### config.mk
export PLATFORM = sky130hd
export DESIGN_NAME = db_query_router
export DESIGN_NICKNAME = d
export VERILOG_FILES = /design/src/source/db_pkg.sv /design/src/source/ctxt_fifo.sv /design/src/source/db_prio_mux.sv /design/src/source/db_query_router.sv /design/src/source/db_rr_demux.sv
export VERILOG_INCLUDE_DIRS = /design/src /design/src/source
export SDC_FILE = /design/constraint.sdc
export NUM_CORES = 1
export LEC_CHECK = 0
export BUFFER_PORTS_ARGS = -buffer_cell sky130_fd_sc_hd__buf_2
export CAP_MARGIN = 20
export CORE_ASPECT_RATIO = 1.2
export CORE_MARGIN = 2
export CORE_UTILIZATION = 47
export DETAILED_ROUTE_END_ITERATION = 10
export PLACE_DENSITY_LB_ADDON = 0.25
export SLEW_MARGIN = 20
export SYNTH_ARGS = -nofsm -noshare
export SYNTH_HDL_FRONTEND = slang
export SYNTH_SLANG_ARGS = --single-unit
export TNS_END_PERCENT = 100
### constraint.sdc
create_clock -name clk -period 6.6 [get_ports clk]
set_input_delay 0.66 -clock clk [delete_from_list [all_inputs] [get_ports clk]]
set_output_delay 0.66 -clock clk [all_outputs]
set_load 0.1 [all_outputs]
### src/source/db_params.svh
`ifndef DB_PARAMS_SVH
`define DB_PARAMS_SVH

// Lookup bus widths

// Width of a lookup key
`define DB_KEY_W 8

// Width of a returned value
`define DB_VALUE_W 32

// Lookup banks behind the router

// Number of banks served in round-robin order
`define DB_NUM_BANKS 2

// Queries open at once, also the depth of every context FIFO
`define DB_MAX_OPEN 8

// Width of a bank index, never below one bit
`define DB_BANK_SEL_W ((`DB_NUM_BANKS > 1) ? $clog2(`DB_NUM_BANKS) : 1)

`endif

### src/source/db_pkg.sv
`include "db_params.svh"

package db_pkg;

    // Lookup key as presented by a requester
    typedef logic [`DB_KEY_W-1:0] key_t;

    // Value returned with the ack
    typedef logic [`DB_VALUE_W-1:0] value_t;

    // Index of one lookup bank
    typedef logic [`DB_BANK_SEL_W-1:0] bank_sel_t;

    // Which requester issued a query
    typedef enum logic {
        SRC_HI = 1'b0,
        SRC_LO = 1'b1
    } req_src_e;

endpackage : db_pkg

### src/source/ctxt_fifo.sv
`timescale 1ns/1ps

`include "db_params.svh"

module ctxt_fifo #(
    parameter type T     = logic,
    parameter int  DEPTH = `DB_MAX_OPEN
) (
    input  logic clk,
    input  logic i_reset,
    input  logic i_push,
    input  T     i_push_data,
    input  logic i_pop,
    output T     o_head,
    output logic o_full,
    output logic o_empty
);

    localparam int PTR_W = (DEPTH > 1) ? $clog2(DEPTH) : 1;
    localparam int CNT_W = $clog2(DEPTH + 1);

    T                   mem [DEPTH];
    logic [PTR_W-1:0]   wr_ptr;
    logic [PTR_W-1:0]   rd_ptr;
    logic [CNT_W-1:0]   count;
    logic               wr_en;
    logic               rd_en;

    // Overflow and underflow are dropped, the assertions below report them
    assign wr_en = i_push && !o_full;
    assign rd_en = i_pop && !o_empty;

    assign o_full  = (count == CNT_W'(DEPTH));
    assign o_empty = (count == '0);

    // Oldest open entry
    assign o_head = mem[rd_ptr];

    always_ff @(posedge clk) begin
        if (wr_en) begin
            mem[wr_ptr] <= i_push_data;
        end
    end

    always_ff @(posedge clk) begin
        if (i_reset) begin
            wr_ptr <= '0;
        end else if (wr_en) begin
            if (wr_ptr == PTR_W'(DEPTH - 1)) begin
                wr_ptr <= '0;
            end else begin
                wr_ptr <= wr_ptr + 1'b1;
            end
        end
    end

    always_ff @(posedge clk) begin
        if (i_reset) begin
            rd_ptr <= '0;
        end else if (rd_en) begin
            if (rd_ptr == PTR_W'(DEPTH - 1)) begin
                rd_ptr <= '0;
            end else begin
                rd_ptr <= rd_ptr + 1'b1;
            end
        end
    end

    // Occupancy, unchanged when push and pop coincide
    always_ff @(posedge clk) begin
        if (i_reset) begin
            count <= '0;
        end else begin
            case ({wr_en, rd_en})
                2'b10:   count <= count + 1'b1;
                2'b01:   count <= count - 1'b1;
                default: count <= count;
            endcase
        end
    end

    // The stage above must hold off requests while full
    a_no_overflow : assert property (
        @(posedge clk) disable iff (i_reset) i_push |-> !o_full
    ) else $error("ctxt_fifo: push while full");

    // Every response must belong to an open query
    a_no_underflow : assert property (
        @(posedge clk) disable iff (i_reset) i_pop |-> !o_empty
    ) else $error("ctxt_fifo: pop while empty");

endmodule : ctxt_fifo

### src/source/db_prio_mux.sv
`timescale 1ns/1ps

`include "db_params.svh"

module db_prio_mux
    import db_pkg::*;
(
    input  logic   clk,
    input  logic   i_reset,

    // High-priority requester
    input  logic   i_hi_req,
    input  key_t   i_hi_key,
    output logic   o_hi_rdy,
    output logic   o_hi_ack,
    output logic   o_hi_error,
    output logic   o_hi_valid,
    output value_t o_hi_value,

    // Low-priority requester
    input  logic   i_lo_req,
    input  key_t   i_lo_key,
    output logic   o_lo_rdy,
    output logic   o_lo_ack,
    output logic   o_lo_error,
    output logic   o_lo_valid,
    output value_t o_lo_value,

    // Toward the demux
    output logic   o_req,
    output key_t   o_key,
    input  logic   i_rdy,
    input  logic   i_ack,
    input  logic   i_error,
    input  logic   i_valid,
    input  value_t i_value
);

    req_src_e sel_src;
    req_src_e head_src;
    logic     accept;
    logic     fifo_full;
    logic     fifo_empty;
    logic     hi_resp;
    logic     lo_resp;

    // Strict priority, high side wins whenever it requests
    assign sel_src = i_hi_req ? SRC_HI : SRC_LO;

    // No new query is offered while the context store is full
    assign o_req = (i_hi_req || i_lo_req) && !fifo_full;
    assign o_key = i_hi_req ? i_hi_key : i_lo_key;

    // Low side is held off for as long as high side requests
    assign o_hi_rdy = i_rdy && !fifo_full;
    assign o_lo_rdy = i_rdy && !fifo_full && !i_hi_req;

    assign accept = o_req && i_rdy;

    // Source of every open query, oldest at the head
    ctxt_fifo #(
        .T       ( req_src_e ),
        .DEPTH   ( `DB_MAX_OPEN )
    ) u_src_fifo (
        .clk         ( clk ),
        .i_reset     ( i_reset ),
        .i_push      ( accept ),
        .i_push_data ( sel_src ),
        .i_pop       ( i_ack ),
        .o_head      ( head_src ),
        .o_full      ( fifo_full ),
        .o_empty     ( fifo_empty )
    );

    // Steer each response to whoever asked the oldest open query
    assign hi_resp = i_ack && !fifo_empty && (head_src == SRC_HI);
    assign lo_resp = i_ack && !fifo_empty && (head_src == SRC_LO);

    assign o_hi_ack   = hi_resp;
    assign o_hi_error = hi_resp && i_error;
    assign o_hi_valid = hi_resp && i_valid;
    assign o_hi_value = hi_resp ? i_value : '0;

    assign o_lo_ack   = lo_resp;
    assign o_lo_error = lo_resp && i_error;
    assign o_lo_valid = lo_resp && i_valid;
    assign o_lo_value = lo_resp ? i_value : '0;

endmodule : db_prio_mux

### src/source/db_query_router.sv
`timescale 1ns/1ps

`include "db_params.svh"

module db_query_router
    import db_pkg::*;
(
    input  logic                     clk,
    input  logic                     i_reset,

    // High-priority requester
    input  logic                     i_hi_req,
    input  key_t                     i_hi_key,
    output logic                     o_hi_rdy,
    output logic                     o_hi_ack,
    output logic                     o_hi_error,
    output logic                     o_hi_valid,
    output value_t                   o_hi_value,

    // Low-priority requester
    input  logic                     i_lo_req,
    input  key_t                     i_lo_key,
    output logic                     o_lo_rdy,
    output logic                     o_lo_ack,
    output logic                     o_lo_error,
    output logic                     o_lo_valid,
    output value_t                   o_lo_value,

    // Lookup banks
    output logic [`DB_NUM_BANKS-1:0] o_bank_req,
    output key_t                     o_bank_key,
    input  logic [`DB_NUM_BANKS-1:0] i_bank_rdy,
    input  logic [`DB_NUM_BANKS-1:0] i_bank_ack,
    input  logic [`DB_NUM_BANKS-1:0] i_bank_error,
    input  logic [`DB_NUM_BANKS-1:0] i_bank_valid,
    input  value_t                   i_bank_value [`DB_NUM_BANKS]
);

    // Merged query stream between the two stages
    logic   mid_req;
    key_t   mid_key;
    logic   mid_rdy;
    logic   mid_ack;
    logic   mid_error;
    logic   mid_valid;
    value_t mid_value;

    db_prio_mux u_db_prio_mux (
        .clk        ( clk ),
        .i_reset    ( i_reset ),
        .i_hi_req   ( i_hi_req ),
        .i_hi_key   ( i_hi_key ),
        .o_hi_rdy   ( o_hi_rdy ),
        .o_hi_ack   ( o_hi_ack ),
        .o_hi_error ( o_hi_error ),
        .o_hi_valid ( o_hi_valid ),
        .o_hi_value ( o_hi_value ),
        .i_lo_req   ( i_lo_req ),
        .i_lo_key   ( i_lo_key ),
        .o_lo_rdy   ( o_lo_rdy ),
        .o_lo_ack   ( o_lo_ack ),
        .o_lo_error ( o_lo_error ),
        .o_lo_valid ( o_lo_valid ),
        .o_lo_value ( o_lo_value ),
        .o_req      ( mid_req ),
        .o_key      ( mid_key ),
        .i_rdy      ( mid_rdy ),
        .i_ack      ( mid_ack ),
        .i_error    ( mid_error ),
        .i_valid    ( mid_valid ),
        .i_value    ( mid_value )
    );

    db_rr_demux u_db_rr_demux (
        .clk          ( clk ),
        .i_reset      ( i_reset ),
        .i_req        ( mid_req ),
        .i_key        ( mid_key ),
        .o_rdy        ( mid_rdy ),
        .o_ack        ( mid_ack ),
        .o_error      ( mid_error ),
        .o_valid      ( mid_valid ),
        .o_value      ( mid_value ),
        .o_bank_req   ( o_bank_req ),
        .o_bank_key   ( o_bank_key ),
        .i_bank_rdy   ( i_bank_rdy ),
        .i_bank_ack   ( i_bank_ack ),
        .i_bank_error ( i_bank_error ),
        .i_bank_valid ( i_bank_valid ),
        .i_bank_value ( i_bank_value )
    );

endmodule : db_query_router

### src/source/db_rr_demux.sv
`timescale 1ns/1ps

`include "db_params.svh"

module db_rr_demux
    import db_pkg::*;
(
    input  logic                     clk,
    input  logic                     i_reset,

    // From the priority mux
    input  logic                     i_req,
    input  key_t                     i_key,
    output logic                     o_rdy,
    output logic                     o_ack,
    output logic                     o_error,
    output logic                     o_valid,
    output value_t                   o_value,

    // Bank side
    output logic [`DB_NUM_BANKS-1:0] o_bank_req,
    output key_t                     o_bank_key,
    input  logic [`DB_NUM_BANKS-1:0] i_bank_rdy,
    input  logic [`DB_NUM_BANKS-1:0] i_bank_ack,
    input  logic [`DB_NUM_BANKS-1:0] i_bank_error,
    input  logic [`DB_NUM_BANKS-1:0] i_bank_valid,
    input  value_t                   i_bank_value [`DB_NUM_BANKS]
);

    bank_sel_t rr_ptr;
    bank_sel_t head_bank;
    logic      accept;
    logic      fifo_full;
    logic      fifo_empty;

    // Only the bank under the pointer sees the request
    always_comb begin
        for (int i = 0; i < `DB_NUM_BANKS; i++) begin
            o_bank_req[i] = i_req && !fifo_full && (rr_ptr == bank_sel_t'(i));
        end
    end

    assign o_bank_key = i_key;
    assign o_rdy      = i_bank_rdy[rr_ptr] && !fifo_full;
    assign accept     = i_req && o_rdy;

    // Round-robin pointer, steps after each accepted query
    always_ff @(posedge clk) begin
        if (i_reset) begin
            rr_ptr <= '0;
        end else if (accept) begin
            if (rr_ptr == bank_sel_t'(`DB_NUM_BANKS - 1)) begin
                rr_ptr <= '0;
            end else begin
                rr_ptr <= rr_ptr + 1'b1;
            end
        end
    end

    // Bank of every open query in accept order
    ctxt_fifo #(
        .T       ( bank_sel_t ),
        .DEPTH   ( `DB_MAX_OPEN )
    ) u_bank_fifo (
        .clk         ( clk ),
        .i_reset     ( i_reset ),
        .i_push      ( accept ),
        .i_push_data ( rr_ptr ),
        .i_pop       ( o_ack ),
        .o_head      ( head_bank ),
        .o_full      ( fifo_full ),
        .o_empty     ( fifo_empty )
    );

    // Response comes from the bank holding the oldest open query
    assign o_ack   = !fifo_empty && i_bank_ack[head_bank];
    assign o_error = o_ack && i_bank_error[head_bank];
    assign o_valid = o_ack && i_bank_valid[head_bank];
    assign o_value = o_ack ? i_bank_value[head_bank] : '0;

    // A bank must never answer when nothing is open
    a_ack_has_query : assert property (
        @(posedge clk) disable iff (i_reset) (|i_bank_ack) |-> !fifo_empty
    ) else $error("db_rr_demux: bank ack with no open query");

    // Banks answer in global accept order, so only the head bank may ack
    a_ack_in_order : assert property (
        @(posedge clk) disable iff (i_reset)
        ((|i_bank_ack) && !fifo_empty) |->
            (i_bank_ack == (`DB_NUM_BANKS'(1) << head_bank))
    ) else $error("db_rr_demux: bank ack out of order");

endmodule : db_rr_demux

# Yosys cells after proc, flatten, opt, wreduce, memory -nomap -nowiden

Memories as Yosys holds them, arrays and structs flattened. A register that Yosys moved wholly into a read port is not among the register bits.
Index checks and enable logic that the tools add are counted.

Memories: 2
Bits of input ports: 92
Flip-flop bits (word level): 21
Memory bits (writable): 16

Memories:

| name                          | words | width | rd ports | clocked after Yosys merged registers in | write ports | RTL line        | RTL |
|---|---|---|---|---|---|---|---|
| u_db_prio_mux.u_src_fifo.mem  | 8     | 1     | 1        | 1                                       | 1           | ctxt_fifo.sv:22 | `T mem [DEPTH];` |
| u_db_rr_demux.u_bank_fifo.mem | 8     | 1     | 1        | 1                                       | 1           | ctxt_fifo.sv:22 |  |

Bitwise gates (word level): 3
Reduce and logical (&&, ||, !) cells: 31
Add/subtract/negate cells: 9
Multiplexer cells: 31
Equality and inequality tests: 10
$lt $le $gt $ge: 3

Operator list:

| operator                                                    | count |
|---|---|
| 2-to-1 mux 32 bit                                           | 6 |
| 2-to-1 mux 3 bit                                            | 8 |
| logical AND 1 bit                                           | 21 |
| case mux 4 bit (2 select lines)                             | 2 |
| 2-to-1 mux 1 bit                                            | 14 |
| adder 3 x 1 -> 3 bit (second input constant)                | 4 |
| equality test 3 bit (second input constant)                 | 4 |
| adder 4 x 1 -> 4 bit (second input constant)                | 2 |
| equality test 4 bit (second input constant)                 | 2 |
| zero test 4 bit                                             | 2 |
| 2-to-1 mux 8 bit                                            | 1 |
| subtractor 4 x 1 -> 4 bit (second input constant)           | 2 |
| zero test 1 bit                                             | 5 |
| equality test 2 x 1 -> 1 bit (second input constant)        | 2 |
| equality test 2 bit (second input constant)                 | 2 |
| less-than comparator 1 x 2 -> 1 bit (second input constant) | 2 |
| nonzero test 2 bit                                          | 2 |
| greater-or-equal comparator 2 bit (second input constant)   | 1 |
| inverter 1 bit                                              | 2 |
| inverter 1 -> 2 bit                                         | 1 |
| adder 1 bit (second input constant)                         | 1 |
| logical OR 1 bit                                            | 1 |

# Longest topological paths before layout

Gate-level depths: netlist of the first run.

Depth after elaboration: 7
Gate-level depth with buffers: 12
Mapped depth without buffers: 11

# By module

Synthesis of the first run repeated with hierarchy kept, for this count alone.

Cell total of the unflattened synthesis: 418
Area, all modules: 3,475.8 µm²

Modules (own cells, without submodules):

| module                                 | cells an instance | times used | seq. area each (µm²) | area each (µm²) |
|---|---|---|---|---|
| ctxt_fifo at u_db_rr_demux.u_bank_fifo | 90                | 1          | 500.5                | 992.2 |
| ctxt_fifo at u_db_prio_mux.u_src_fifo  | 90                | 1          | 500.5                | 985.9 |
| db_rr_demux                            | 142               | 1          | 20.0                 | 844.6 |
| db_prio_mux                            | 96                | 1          | 0.0                  | 653.1 |

# Least setup slack after synthesis of the first run

OpenSTA, ideal clock, no wires.

Path type: register -> output
Start: register (tool-made name)
End: output o_hi_value[22]
Slack: 2.704 ns
Arrival: 3.236 ns
Required time: 5.940 ns
Stages on the path, launching flop included: 9
Path buffers: 3
Cells stage by stage: dfxtp_1 -> mux4_2 -> mux2i_1 -> buf_4 -> mux2i_2 -> or3_1 -> buf_2 -> buf_2 -> nor2_1

RTL lines:

| element       | RTL line              | RTL |
|---|---|---|
| end, declared | db_query_router.sv:18 | `output value_t o_hi_value,` |

==> results.sh, run 1 <==
export IMPL_max_stage_delay_ns=0.66
export IMPL_antenna_found_initial=0
export IMPL_via_per_inst=5.13
export IMPL_dp_hpwl_mm=6.51
export IMPL_worst_path_buf_inv=2
export IMPL_crit_path_cell_trace="mux4_2 -> mux2i_4 -> buf_4 -> mux2i_2 -> nor2_4 -> nand2_1 -> nor2_1 -> buf_2"
export IMPL_setup_ws_ns=2.00
export IMPL_powerDensity_mw_per_mm2=428
export IMPL_wire_per_inst_um=14.0
export IMPL_finalNonFillerCells=575
export IMPL_ant_nets=0
export IMPL_worstMarginPinSlew_ns=1.08
export IMPL_synth_area_leaders="dfxtp_1, edfxtp_1, mux2i_1"
export IMPL_yosysMostFrequentCell="nor2_1"
export IMPL_dp_cells=567
export IMPL_cts_htree_levels=2
export IMPL_max_cap_violations=0
export IMPL_synthFlopType="dfxtp_1"
export IMPL_drt_iter0_drc=133
export IMPL_synth_distinct_cells=37
export IMPL_ys_ff_latch=43
export IMPL_areaGrowthSynthToFinish_pct=37.2
export IMPL_fmax_ghz=0.217
export IMPL_finalCritPeriodShare_pct=69.7
export IMPL_cts_made_buffers=5
export IMPL_die_area_mm2=0.00667
export IMPL_yosys_warnings=0
export IMPL_cp_slowest_cell="nand2_1"
export IMPL_first_global_vias=2544
export IMPL_ys_async_sr_fraction_pct=0
export IMPL_routed_wl_mm=8.05
export IMPL_yosysSeqAreaShare_pct=36.0
export IMPL_drt_pass1_iterations=4
export IMPL_final_area_mm2=0.00389
export IMPL_syn_avg_cell_area_um2=8.64
export IMPL_final_nets=597
export IMPL_post_cts_resized=0
export IMPL_status="finished, final reports clean"
export IMPL_peakVddDrop_uv=376
export IMPL_clk_path_buf_depth=2
export IMPL_synth_nets=433
export IMPL_synth_edf_count=16
export IMPL_critical_path_required_ns=5.94
export IMPL_fp_row_count=31
export IMPL_grt_usage_pct=22.5
export IMPL_cts_hold_buffers=0
export IMPL_cts_root_buf="clkbuf_8"
export IMPL_critPathTopFamily="simple AND/OR/NAND/NOR gates"
export IMPL_path_class="reg -> out"
export IMPL_start_util_pct=47.8
export IMPL_post_place_ws_ns=2.33
export IMPL_cts_tree="yes"
export IMPL_setup_viol=0
export IMPL_grt_pass1_wl_mm=11.4
export IMPL_die_h_um=89.1
export IMPL_path_clk_slew_ns=0.08
export IMPL_startpoint_type="register"
export IMPL_cts_setup_buffers=0
export IMPL_fin_worst_skew_ns=0.0110
export IMPL_coreArea_mm2=0.00593
export IMPL_synth_area_leader_cell="dfxtp_1"
export IMPL_syn_cell_area_mm2=0.00284
export IMPL_grt_max_degree=37
export IMPL_min_path_type="reg -> reg"
export IMPL_drc_errors=0
export IMPL_num_antenna_cells=0
export IMPL_synth_common_cells="nor2_1, mux2i_1, dfxtp_1"
export IMPL_max_slew_margin_pct=28.1
export IMPL_ioPinCount=174
export IMPL_synth_cells=328
export IMPL_finalCriticalPeriod_ns=4.60
export IMPL_leakage_nw=2.04
export IMPL_place_area_mm2=0.00376
export IMPL_hold_viol=0
export IMPL_finalMaxSlewViolations=0
export IMPL_portBuffers=173
export IMPL_finalWeightedCongestion=0.812
export IMPL_clk_insertion_delay_late_ns=0.29
export IMPL_synth_top_cell_area_share_pct=19.1
export IMPL_vias=2952
export IMPL_die_width_um=74.9
export IMPL_worst_hold_slack_ns=0.494
export IMPL_final_layout_size_suffix_gt1_share_pct=41.6
export IMPL_finalSetupTns_ns=0
export IMPL_clock_sinks=43
export IMPL_worst_path_max_fanout=36
export IMPL_globalRoute_totalOverflow=0
export IMPL_cp_arrival_ns=3.94
export IMPL_rsz0062_at_grt="no"
export IMPL_cp_end_kind="primary output"
-- path summary, 6_finish.rpt --
path	from	to	slack (ns)	cells after the start
worst max-delay path	register	o_lo_value[12]	2.00	8
worst max register to register	register	u_db_prio_mux.u_src_fifo.count[2]$_SDFFE_PP0P_	2.72	12
worst min register to register	u_db_prio_mux.u_src_fifo.wr_ptr[2]$_SDFFE_PP0P_	u_db_prio_mux.u_src_fifo.wr_ptr[2]$_SDFFE_PP0P_	0.49	2
worst min-delay path	u_db_prio_mux.u_src_fifo.wr_ptr[2]$_SDFFE_PP0P_	u_db_prio_mux.u_src_fifo.wr_ptr[2]$_SDFFE_PP0P_	0.49	2
-- layout make-up --
type | instances | area (um2)
well taps | 82 | 103
multi-input cells | 261 | 1730
fillers | 517 | 2040
inverters | 5 | 18.8
flip-flops and latches | 43 | 1020
clock inverters | 2 | 60.1
clock buffers | 6 | 72.6
repair buffers | 176 | 888
-- worst min-delay path: stages, from the launching register on --
cell	delay, ns
dfxtp_1	0.34
nand2_1	0.06
a21oi_1	0.05
-- routing by layer --
layer / track usage, % / vias up / part of all wire, %
met5: 0 / - / 0
met4: 4.71 / 0 / 0.47
met3: 6.43 / 4 / 10
met2: 39.5 / 139 / 50
met1: 27.3 / 1349 / 39
li1: - / 1460 / -
-- power by group --
part           internal [W]  leakage (nW)  switching (W)
Clock              0.000151        0.0654      0.0000878
Combinational      0.000275          1.61       0.000778
Sequential         0.000321         0.366      0.0000526
Total              0.000747          2.04       0.000918
-- cell families after synthesis --
kind of cell	synth area share, %
buf+inv	3.49
simple gates	24.6
mux	23.3
xor+xnor	1.85
compound gates	5.03
flops	36.0
fa+ha+maj	5.74
-- per-stage QoR --
step	utilization, %	total power [W]
global route	65.6	0.00176
finish	65.6	0.00167
global placement	63.3	0.00141
floorplan	-	0.00125
detailed placement	63.3	0.00143
CTS	65.6	0.00167
-- cell usage in the layout, fill, tap and decap left out, types with 4 or more instances in the layout --
| cell | instances |
|---|---|
| buf_2 | 173 |
| xor2_1 | 5 |
| ha_1 | 13 |
| mux4_2 | 4 |
| clkbuf_8 | 5 |
| o21ai_0 | 7 |
| edfxtp_1 | 16 |
| dfxtp_1 | 27 |
| nand2b_1 | 8 |
| nand3b_1 | 5 |
| nand2_1 | 17 |
| nor2_1 | 100 |
| a21oi_1 | 15 |
| nor3_1 | 10 |
| mux2_2 | 12 |
| mux2i_1 | 40 |
(Power assumes the default switching activity.)
==> run 2: changes to the inputs <==
Settings changed: ABC_AREA set to 1, CORE_UTILIZATION 47 to 44.
Clock period 6.6 ns to 4.3 ns, I/O delays scaled along.
==> results.sh, run 2 <==
export IMPL_dp_cells=649
export IMPL_rsz0062_at_grt="no"
export IMPL_antenna_found_initial=0
export IMPL_syn_avg_cell_area_um2=7.39
export IMPL_path_clk_slew_ns=0.08
export IMPL_fmax_ghz=0.289
export IMPL_ys_async_sr_fraction_pct=0
export IMPL_coreArea_mm2=0.00649
export IMPL_synth_edf_count=16
export IMPL_cts_htree_levels=2
export IMPL_fillCellCount=605
export IMPL_grt_usage_pct=22.1
export IMPL_yosysMostFrequentCell="nor2_1"
export IMPL_wire_per_inst_um=12.8
export IMPL_finalNonFillerCells=657
export IMPL_startpoint_type="register"
export IMPL_areaGrowthSynthToFinish_pct=33.3
export IMPL_dp_hpwl_mm=6.84
export IMPL_grt_pass1_wl_mm=13.0
export IMPL_clock_sinks=43
export IMPL_globalRoute_totalOverflow=0
export IMPL_ioPinCount=174
export IMPL_via_per_inst=4.86
export IMPL_synth_distinct_cells=36
export IMPL_cts_made_buffers=5
export IMPL_post_cts_resized=0
export IMPL_critical_path_required_ns=3.87
export IMPL_path_class="reg -> out"
export IMPL_final_nets=676
export IMPL_finalMaxSlewViolations=0
export IMPL_cts_setup_buffers=0
export IMPL_synth_top_cell_area_share_pct=18.1
export IMPL_finalCritPeriodShare_pct=80.4
export IMPL_worstMarginPinSlew_ns=0.623
export IMPL_place_area_mm2=0.00386
export IMPL_synth_cells=404
export IMPL_hold_viol=0
export IMPL_max_cap_violations=0
export IMPL_grt_max_degree=37
export IMPL_fp_row_count=32
export IMPL_routed_wl_mm=8.40
export IMPL_synth_area_leader_cell="dfxtp_1"
export IMPL_num_antenna_cells=0
export IMPL_drc_errors=0
export IMPL_finalWeightedCongestion=0.885
export IMPL_clk_path_buf_depth=2
export IMPL_synth_area_leaders="dfxtp_1, edfxtp_1, nor2_1"
export IMPL_max_slew_margin_pct=58.4
export IMPL_start_util_pct=46.0
export IMPL_syn_cell_area_mm2=0.00299
export IMPL_ant_nets=0
export IMPL_cts_root_buf="clkbuf_8"
export IMPL_status="finished, final reports clean"
export IMPL_yosys_warnings=0
export IMPL_synth_common_cells="nor2_1, nand2_1, inv_1"
export IMPL_cts_tree="yes"
export IMPL_cp_arrival_ns=3.03
export IMPL_setup_viol=0
export IMPL_clk_insertion_delay_late_ns=0.30
export IMPL_cp_end_kind="primary output"
export IMPL_final_cell_mix="buf_2, nor2_1, nand2_1"
export IMPL_cts_hold_buffers=0
export IMPL_synth_nets=509
export IMPL_drt_pass1_iterations=4
export IMPL_min_path_type="in -> reg"
export IMPL_yosysSeqAreaShare_pct=34.2
export IMPL_first_global_vias=2950
export IMPL_drt_iter0_drc=109
export IMPL_die_area_mm2=0.00746
export IMPL_setup_ws_ns=0.841
export IMPL_post_place_ws_ns=1.18
export IMPL_final_area_mm2=0.00398
export IMPL_worst_path_max_fanout=36
export IMPL_fin_worst_skew_ns=0.00715
export IMPL_die_h_um=94.2
export IMPL_final_layout_size_suffix_gt1_share_pct=34.8
export IMPL_synthFlopType="dfxtp_1"
export IMPL_portBuffers=173
export IMPL_finalSetupTns_ns=0
export IMPL_die_width_um=79.2
export IMPL_ys_ff_latch=43
export IMPL_finalCriticalPeriod_ns=3.46
export IMPL_final_common_cell="buf_2"
export IMPL_vias=3193
==> run 2: changes by cell type in the layout (fill, tap and decap cells not counted), moves of 4 or more <==
cell,change
nor2_1,+8
nand3_1,+13
nor2_2,+5
nor3_1,-6
nand2b_1,-8
nand2_1,+45
nand3b_1,-4
inv_1,+43
mux2_2,-11
mux2i_1,-6
mux4_2,-4
o21ai_0,+9
==> run 2: logic make-up (layout without fill, tap and decap cells) <==
kind of cell	after synthesis	count (layout)	share of synthesized area, %
AND/OR/NAND/NOR	204	204	29.7
buffers and inverters	64	232	9.81
flip-flops	43	43	34.2
AO/OA/AOI/OAI	41	41	7.88
multiplexers	35	35	11.8
adder cells (fa/ha/maj)	13	13	5.45
XOR/XNOR	4	4	1.17
==> run 2: final cells by class <==
type	count	area, um2	share of cell area, %
Inverter	51	194	4.87
Tap cell	85	106	2.67
Timing Repair Buffer	173	866	21.8
Clock inverter	2	38.8	0.975
Sequential cell	43	1020	25.7
Clock buffer	6	82.6	2.07
Multi-Input combinational cell	297	1670	42.0
==> run 2: path summary, 6_finish.rpt <==
check | endpoint | startpoint | depth (start not counted) | slack, ns
setup / recovery | o_lo_error | register | 13 | 0.84
hold / removal | register | i_reset | 2 | 0.45
setup reg to reg | u_db_rr_demux.u_bank_fifo.count[2]$_SDFFE_PP0P_ | register | 16 | 1.46
hold reg to reg | u_db_prio_mux.u_src_fifo.count[0]$_SDFFE_PP0P_ | u_db_prio_mux.u_src_fifo.count[0]$_SDFFE_PP0P_ | 1 | 0.51
==> run 2: critical path, stage by stage, from the launching register on <==
cell and delay, ns:
dfxtp_1 0.41, inv_2 0.07, nand2_1 0.07, nand3_1 0.08, nand3_2 0.12, nand2_4 0.33
nand2_2 0.20, nand3_4 0.12, nor2_8 0.17, inv_4 0.08, nor2_8 0.11, inv_2 0.24
nor2_1 0.26, buf_2 0.47
==> run 2: per-layer routing <==
layer  routed length (um)  global-route usage (%)  part of all wire, %
met1                 3410                    26.2                   41
met2                 4020                    39.0                   48
met3                  831                    5.29                  9.9
met4                  142                    7.18                  1.7
met5                    0                       0                    0
==> run 2: stage by stage <==
stage	utilization (%)	hold WS [ns]
CTS	61.4	0.451
global route	61.4	0.458
finish	61.4	0.454
floorplan	-	0.459
global placement	59.5	0.482
detailed placement	59.5	0.495
Power of run 2 is left out: the tool's default activity adds up to more than one toggle a clock period on the data nets, which glitch-free logic cannot reach.
